--- config.mk ---
export PLATFORM = sky130hd
export DESIGN_NAME = vertex_fetch_top
export DESIGN_NICKNAME = d
export VERILOG_FILES = /design/src/bus_pkg.sv /design/src/raster_pkg.sv /design/src/vertex_read_requester.sv /design/src/vertex_assembler.sv /design/src/triangle_fifo.sv /design/src/vertex_fetch_top.sv
export VERILOG_INCLUDE_DIRS = /design/src
export SDC_FILE = /design/constraint.sdc
export NUM_CORES = 2
export LEC_CHECK = 0
export ABC_AREA = 1
export BUFFER_PORTS_ARGS = -buffer_cell sky130_fd_sc_hd__buf_2
export CAP_MARGIN = 0
export CORE_MARGIN = 2
export CORE_UTILIZATION = 40
export DETAILED_ROUTE_END_ITERATION = 7
export PLACE_DENSITY = 0.58
export SLEW_MARGIN = 20
export SYNTH_ARGS = -nofsm -noshare
export SYNTH_HDL_FRONTEND = slang
export SYNTH_HIERARCHICAL = 1
export SYNTH_SLANG_ARGS = --single-unit
--- constraint.sdc ---
create_clock -name clock -period 15.8 [get_ports clock]
set_input_delay 1.58 -clock clock [delete_from_list [all_inputs] [get_ports clock]]
set_output_delay 1.58 -clock clock [all_outputs]
set_load 0.05 [all_outputs]
--- src/raster_params.svh ---
`ifndef RASTER_PARAMS_SVH
`define RASTER_PARAMS_SVH

// ----------------------------------------
// vertex fetch sizing
// ----------------------------------------

// the triangle FIFO holds 2**VF_FIFO_DEPTH_LOG2 records.
`define VF_FIFO_DEPTH_LOG2 2

// three vertices of five words each.
`define VF_WORDS_PER_TRI 15

// byte address width of the memory bus.
`define VF_ADDR_W 26

`endif

--- src/bus_pkg.sv ---
`default_nettype none

`include "raster_params.svh"

package bus_pkg;

    // byte address, word aligned in practice.
    typedef logic [`VF_ADDR_W-1:0] addr_t;

    typedef logic [31:0] word_t; // one bus data word.

    typedef logic [3:0] byte_en_t;

endpackage

`default_nettype wire

--- src/raster_pkg.sv ---
`default_nettype none

`include "raster_params.svh"

package raster_pkg;

    // the header word is taken whole as the count.
    typedef logic [$bits(bus_pkg::word_t)-1:0] tri_count_t;

    typedef logic [3:0] word_idx_t; // word position inside a triangle.

    // word 0 of the triangle sits in the low bits.
    typedef logic [`VF_WORDS_PER_TRI*$bits(bus_pkg::word_t)-1:0] tri_rec_t;

    // ----------------------------------------
    // state machines
    // ----------------------------------------
    typedef enum logic [2:0] {
        REQ_IDLE,
        REQ_HEADER,
        REQ_WAIT_COUNT,
        REQ_TRI,
        REQ_DONE
    } req_state_t;

    typedef enum logic {
        ASM_HEADER,
        ASM_WORDS
    } asm_state_t;

endpackage

`default_nettype wire

--- src/vertex_read_requester.sv ---
`default_nettype none

`include "raster_params.svh"

module vertex_read_requester (
    input  wire logic                   clock,
    input  wire logic                   reset,
    input  wire logic                   fetch_enable,
    input  wire logic                   master_waitrequest,
    input  wire logic                   count_valid,
    input  wire logic                   credit_return,
    input  wire bus_pkg::addr_t         vertex_buffer_base,
    input  wire raster_pkg::tri_count_t tri_count,
    output bus_pkg::addr_t              master_address,
    output logic                        master_read,
    output logic                        done_out
);

    localparam logic [`VF_FIFO_DEPTH_LOG2:0] credit_full =
        {1'b1, {`VF_FIFO_DEPTH_LOG2{1'b0}}};
    localparam raster_pkg::word_idx_t last_word =
        raster_pkg::word_idx_t'(`VF_WORDS_PER_TRI - 1);

    raster_pkg::req_state_t state;
    raster_pkg::tri_count_t total;
    raster_pkg::tri_count_t issued;
    raster_pkg::tri_count_t delivered;
    raster_pkg::word_idx_t  word_cnt;
    logic [`VF_FIFO_DEPTH_LOG2:0] credits;
    logic accepted;
    logic start_tri;

    assign accepted = master_read && !master_waitrequest;

    // a triangle starts only from an idle bus and with a free FIFO slot.
    assign start_tri = (state == raster_pkg::REQ_TRI) && !master_read &&
                       (issued < total) && (credits != '0);

    // ----------------------------------------
    // read sequencing
    // ----------------------------------------
    always_ff @(posedge clock or negedge reset) begin
        if (!reset) begin
            state          <= raster_pkg::REQ_IDLE;
            master_address <= '0;
            master_read    <= 1'b0;
            total          <= '0;
            issued         <= '0;
            word_cnt       <= '0;
            done_out       <= 1'b0;
        end else begin
            case (state)
                raster_pkg::REQ_IDLE: begin
                    if (fetch_enable) begin
                        master_address <= vertex_buffer_base;
                        master_read    <= 1'b1;
                        state          <= raster_pkg::REQ_HEADER;
                    end
                end
                raster_pkg::REQ_HEADER: begin
                    if (accepted) begin
                        master_read    <= 1'b0;
                        master_address <= master_address + bus_pkg::addr_t'(4);
                        state          <= raster_pkg::REQ_WAIT_COUNT;
                    end
                end
                raster_pkg::REQ_WAIT_COUNT: begin
                    if (count_valid) begin
                        total <= tri_count;
                        if (tri_count == '0) begin
                            done_out <= 1'b1; // empty buffer, nothing to deliver.
                            state    <= raster_pkg::REQ_DONE;
                        end else begin
                            state <= raster_pkg::REQ_TRI;
                        end
                    end
                end
                raster_pkg::REQ_TRI: begin
                    if (start_tri) begin
                        master_read <= 1'b1;
                    end else if (accepted) begin
                        master_address <= master_address + bus_pkg::addr_t'(4);
                        if (word_cnt == last_word) begin
                            master_read <= 1'b0; // forces a gap before the next triangle.
                            word_cnt    <= '0;
                            issued      <= issued + 1'b1;
                        end else begin
                            word_cnt <= word_cnt + 1'b1;
                        end
                    end else if (delivered == total) begin
                        done_out <= 1'b1;
                        state    <= raster_pkg::REQ_DONE;
                    end
                end
                raster_pkg::REQ_DONE: done_out <= 1'b1; // held until the next reset.
                default: state <= raster_pkg::REQ_IDLE;
            endcase
        end
    end

    // ----------------------------------------
    // credits and delivery count
    // ----------------------------------------
    always_ff @(posedge clock or negedge reset) begin
        if (!reset) begin
            credits   <= credit_full;
            delivered <= '0;
        end else begin
            if (credit_return) delivered <= delivered + 1'b1;
            case ({start_tri, credit_return})
                2'b10:   credits <= credits - 1'b1;
                2'b01:   credits <= credits + 1'b1;
                default: credits <= credits;
            endcase
        end
    end

endmodule

`default_nettype wire

--- src/vertex_assembler.sv ---
`default_nettype none

`include "raster_params.svh"

module vertex_assembler (
    input  wire logic            clock,
    input  wire logic            reset,
    input  wire logic            master_readdatavalid,
    input  wire bus_pkg::word_t  master_readdata,
    output logic                 count_valid,
    output raster_pkg::tri_count_t tri_count,
    output logic                 push,
    output raster_pkg::tri_rec_t push_rec
);

    localparam int word_w = $bits(bus_pkg::word_t);
    localparam raster_pkg::word_idx_t last_word =
        raster_pkg::word_idx_t'(`VF_WORDS_PER_TRI - 1);

    raster_pkg::asm_state_t state;
    raster_pkg::word_idx_t  word_idx;

    // ----------------------------------------
    // control
    // ----------------------------------------
    always_ff @(posedge clock or negedge reset) begin
        if (!reset) begin
            state       <= raster_pkg::ASM_HEADER;
            word_idx    <= '0;
            count_valid <= 1'b0;
            push        <= 1'b0;
        end else begin
            count_valid <= 1'b0;
            push        <= 1'b0;
            if (master_readdatavalid) begin
                if (state == raster_pkg::ASM_HEADER) begin
                    count_valid <= 1'b1;
                    state       <= raster_pkg::ASM_WORDS;
                end else if (word_idx == last_word) begin
                    push     <= 1'b1; // record is complete on the next cycle.
                    word_idx <= '0;
                end else begin
                    word_idx <= word_idx + 1'b1;
                end
            end
        end
    end

    // the next triangle's first word lands one edge after the push,
    // so the FIFO always captures a whole record.
    always_ff @(posedge clock) begin
        if (master_readdatavalid) begin
            if (state == raster_pkg::ASM_HEADER) begin
                tri_count <= master_readdata;
            end else begin
                push_rec[word_idx * word_w +: word_w] <= master_readdata;
            end
        end
    end

endmodule

`default_nettype wire

--- src/triangle_fifo.sv ---
`default_nettype none

`include "raster_params.svh"

module triangle_fifo #(
    parameter int depth_log2 = 2
) (
    input  wire logic                 clock,
    input  wire logic                 reset,
    input  wire logic                 push,
    input  wire raster_pkg::tri_rec_t push_rec,
    input  wire logic                 stall_in,
    output logic                      output_valid,
    output bus_pkg::word_t            vertex_out [`VF_WORDS_PER_TRI-1:0],
    output logic                      credit_return
);

    localparam int word_w = $bits(bus_pkg::word_t);

    raster_pkg::tri_rec_t mem [2**depth_log2];
    raster_pkg::tri_rec_t head;
    logic [depth_log2:0]  wr_ptr; // extra bit tells full from empty.
    logic [depth_log2:0]  rd_ptr;
    logic                 deliver;

    assign output_valid = (wr_ptr != rd_ptr);
    assign deliver      = output_valid && !stall_in;
    assign head         = mem[rd_ptr[depth_log2-1:0]];

    always_comb begin
        for (int i = 0; i < `VF_WORDS_PER_TRI; i++) begin
            vertex_out[i] = head[i * word_w +: word_w];
        end
    end

    // ----------------------------------------
    // pointers and credit return
    // ----------------------------------------
    always_ff @(posedge clock or negedge reset) begin
        if (!reset) begin
            wr_ptr        <= '0;
            rd_ptr        <= '0;
            credit_return <= 1'b0;
        end else begin
            if (push) wr_ptr <= wr_ptr + 1'b1;
            if (deliver) rd_ptr <= rd_ptr + 1'b1;
            credit_return <= deliver; // one slot freed per delivery.
        end
    end

    // no full check here since the requester never holds more
    // triangles in flight than there are slots.
    always_ff @(posedge clock) begin
        if (push) mem[wr_ptr[depth_log2-1:0]] <= push_rec;
    end

endmodule

`default_nettype wire

--- src/vertex_fetch_top.sv ---
`default_nettype none

`include "raster_params.svh"

module vertex_fetch_top (
    input  wire logic             clock,
    input  wire logic             reset,
    input  wire logic             fetch_enable,
    input  wire bus_pkg::addr_t   vertex_buffer_base,
    input  wire bus_pkg::word_t   master_readdata,
    input  wire logic             master_readdatavalid,
    input  wire logic             master_waitrequest,
    input  wire logic             stall_in,
    output bus_pkg::addr_t        master_address,
    output logic                  master_read,
    output bus_pkg::byte_en_t     master_byteenable,
    output logic                  output_valid,
    output bus_pkg::word_t        vertex_out [`VF_WORDS_PER_TRI-1:0],
    output logic                  done_out
);

    logic                   count_valid;
    raster_pkg::tri_count_t tri_count;
    logic                   push;
    raster_pkg::tri_rec_t   push_rec;
    logic                   credit_return;

    assign master_byteenable = '1; // reads only, always whole words.

    // ----------------------------------------
    // stage blocks
    // ----------------------------------------
    vertex_read_requester requester0 (
        .clock              (clock),
        .reset              (reset),
        .fetch_enable       (fetch_enable),
        .master_waitrequest (master_waitrequest),
        .count_valid        (count_valid),
        .credit_return      (credit_return),
        .vertex_buffer_base (vertex_buffer_base),
        .tri_count          (tri_count),
        .master_address     (master_address),
        .master_read        (master_read),
        .done_out           (done_out)
    );

    vertex_assembler assembler0 (
        .clock                (clock),
        .reset                (reset),
        .master_readdatavalid (master_readdatavalid),
        .master_readdata      (master_readdata),
        .count_valid          (count_valid),
        .tri_count            (tri_count),
        .push                 (push),
        .push_rec             (push_rec)
    );

    triangle_fifo #(
        .depth_log2 (`VF_FIFO_DEPTH_LOG2)
    ) fifo0 (
        .clock         (clock),
        .reset         (reset),
        .push          (push),
        .push_rec      (push_rec),
        .stall_in      (stall_in),
        .output_valid  (output_valid),
        .vertex_out    (vertex_out),
        .credit_return (credit_return)
    );

endmodule

`default_nettype wire

==> reports/metrics.cfg <==
[global_routing]
grt_antenna_before_repair = 44
grt_pass1_vias = 58000
overflow = 0
grt_max_degree = 235
grt_first_pass_wirelength_mm = 421.1
grt_use_total = 0.2329

[die]
die_width_um = 501.8
fp.dieH_um = 501.8
rows = 182
start_util = 0.4027
boundaryPins = 577
coreArea_um2 = 246200
die-area_um2 = 251800

[critical_path]
path_class = reg -> out
critPathLaunchType = flop
rrSetupSlack_ps = 11520
endpoint_kind = output port
cp_max_fo = 218
crit_arrival_ps = 5940
required_ps = 14220

[placement]
port_buffers = 572
routabilityCongestion = 0.8404
dp_hpwl_mm = 185.8

[final_layout]
drive_gt1_frac = 0.1473
fin_nets = 7904
mostFrequentLayoutCell = edfxtp_1
synthToLayoutAreaGrowth_pct = 15.03
fin_util = 0.4632
mostFrequentLayoutCells = 2432 x edfxtp_1, 1504 x nor2_1, 1009 x o21ai_0

[timing]
rsz0062_at_grt = no
finalSetupViolations = 0
hold_viol_final = 0
skew_ps = 100.3
finalCritPeriodShare = 0.4760
max_slew_margin = 0.1529
slew_viol_final = 0
min_period_ps = 7520
setup_tns_ps = 0
tightest_slew_ps = 1271
fmax_mhz = 133.0

[clock_network]
hold_buffers = 0
clk_pin_slew_ps = 60
postCtsSetupBuffers = 0
clk_path_buf_depth = 4
cts_sinks = 2580
cts_tree = yes
cts_root_buffer = clkbuf_16
cts_max_level = 5
numCtsBuffers = 293
clk_latency_ps = 960
ctsResizeCount = 0

[power_and_ir_drop]
ir_drop_mv = 0.1672
cellLeakagePower_nw = 38.38
p_per_area_nw_per_um2 = 209.2
total_power_mw = 23.86

[synth]
yosys_warnings = 6
synth.avg_cell_area_um2 = 13.63
yosysTopAreaCell = edfxtp_1
synth_area_leaders = edfxtp_1 74%, nor2_1 5.8%, o21ai_0 5.1%
synth_cell_types = 48
synth_seq_cells = 2580
syn-instance-count = 7271
netlist_area_um2 = 99130
seq_area_frac_synth = 0.7741
yosysTopAreaCellShare = 0.7367

[drt]
ant_nets = 0
drc = 0
wirelength_mm = 301.7
firstDrtPassIters = 6
routedWlPerCell_um = 26.62
via_per_inst = 5.449
drtIter0Drc = 6488
vias = 61760

[hold_path]
min_path_type = reg -> reg

[flow_run]
max-cap-violations = 0

[outcome]
status = finished, final reports clean

## final cells by class
type / count / area (um2)
inverters: 267 / 1069
diodes: 21 / 52.55
clock inverters: 138 / 1077
multi-input cells: 3983 / 19410
flip-flops and latches: 2580 / 76740
clock buffers: 362 / 7750
fillers: 21710 / 132100
well taps: 3312 / 4144
repair buffers: 670 / 3787
## kinds of logic after synthesis
logic type | Yosys count | share of synthesized area
XOR/XNOR | 104 | 0.009188
adder cells (fa/ha/maj) | 45 | 0.005755
buffers and inverters | 711 | 0.03231
AND/OR/NAND/NOR | 2287 | 0.09416
AO/OA/AOI/OAI | 1542 | 0.08439
flip-flops | 2580 | 0.7741
other | 1 | 0.00003783
multiplexers | 1 | 0.0001136
## per-layer routing
| metal | share of wire | GRT usage | up-vias |
|---|---|---|---|
| li1 | - | - | 27440 |
| met1 | 0.43 | 0.3241 | 31450 |
| met2 | 0.45 | 0.3569 | 2393 |
| met3 | 0.084 | 0.05622 | 450 |
| met4 | 0.036 | 0.08157 | 32 |
| met5 | 0.00057 | 0 | - |
## synthesized netlist by cell type (all sizes together)
cell       n
buf      219
nand4     34
inv      266
o22ai    480
or2        5
o21a       2
xnor2     43
mux2       1
and3       2
dfrtp    147
a31oi     18
a211oi     1
o32a       1
ha        44
dfstp      1
conb       1
o21ai   1009
a21oi     26
clkinv     1
nor4       5
nand2    422
nor3b      1
nor2    1562
clkbuf   225
nand3    123
o31ai      1
nor3     133
o21bai     1
xor2      61
a22oi      3
fa         1
edfxtp  2432
## metrics by stage
step	cells	worst slack [ps]	hold WS [ps]	cell area, um2
3_3_place_gp	10810	9346	444.8	105000
5_1_grt	11320	7901	480.7	114000
3_5_place_dp	10810	9224	459.9	105100
6_report	11330	8280	452.8	114000
2_1_floorplan	7274	4991	445.5	99150
4_1_cts	11310	8205	456.5	113900
## flip-flops by register name (all words and copies together), names as in the netlist
signal,flops
assembler0/count_valid,1
assembler0/push,1
assembler0/push_rec,480
assembler0/state,1
assembler0/tri_count,32
assembler0/word_idx,4
fifo0/credit_return,1
fifo0/mem,1920
fifo0/rd_ptr,3
fifo0/wr_ptr,3
requester0/credits,3
requester0/delivered,32
requester0/done_out,1
requester0/issued,32
requester0/master_address,26
requester0/master_read,1
requester0/state,3
requester0/total,32
requester0/word_cnt,4
## power breakdown
group,leakage [nW],internal [mW],switching [mW]
clock,4.31,3.71,2.63
sequential,23.7,7.87,0.273
combinational,10.4,1.66,7.72
## worst paths after layout
check	start	to	cells after the start
max	fifo0/rd_ptr[0]	vertex_out[376]	7
min	assembler0/push_rec[387]	fifo0/mem[1][387]	0
min reg2reg	assembler0/push_rec[387]	fifo0/mem[1][387]	0
max in group asynchronous	reset	requester0/total[13]	2
min in group asynchronous	reset	requester0/total[30]	1
max reg2reg	fifo0/wr_ptr[1]	fifo0/mem[1][418]	7
## critical path, cell delays in order, from the launching register on
cell and delay [ps]:
dfrtp_4 810, inv_16 650, buf_12 640, buf_4 800
buf_4 850, o21ai_0 170, o22ai_1 280, buf_2 330
(Power assumes the default switching activity.)
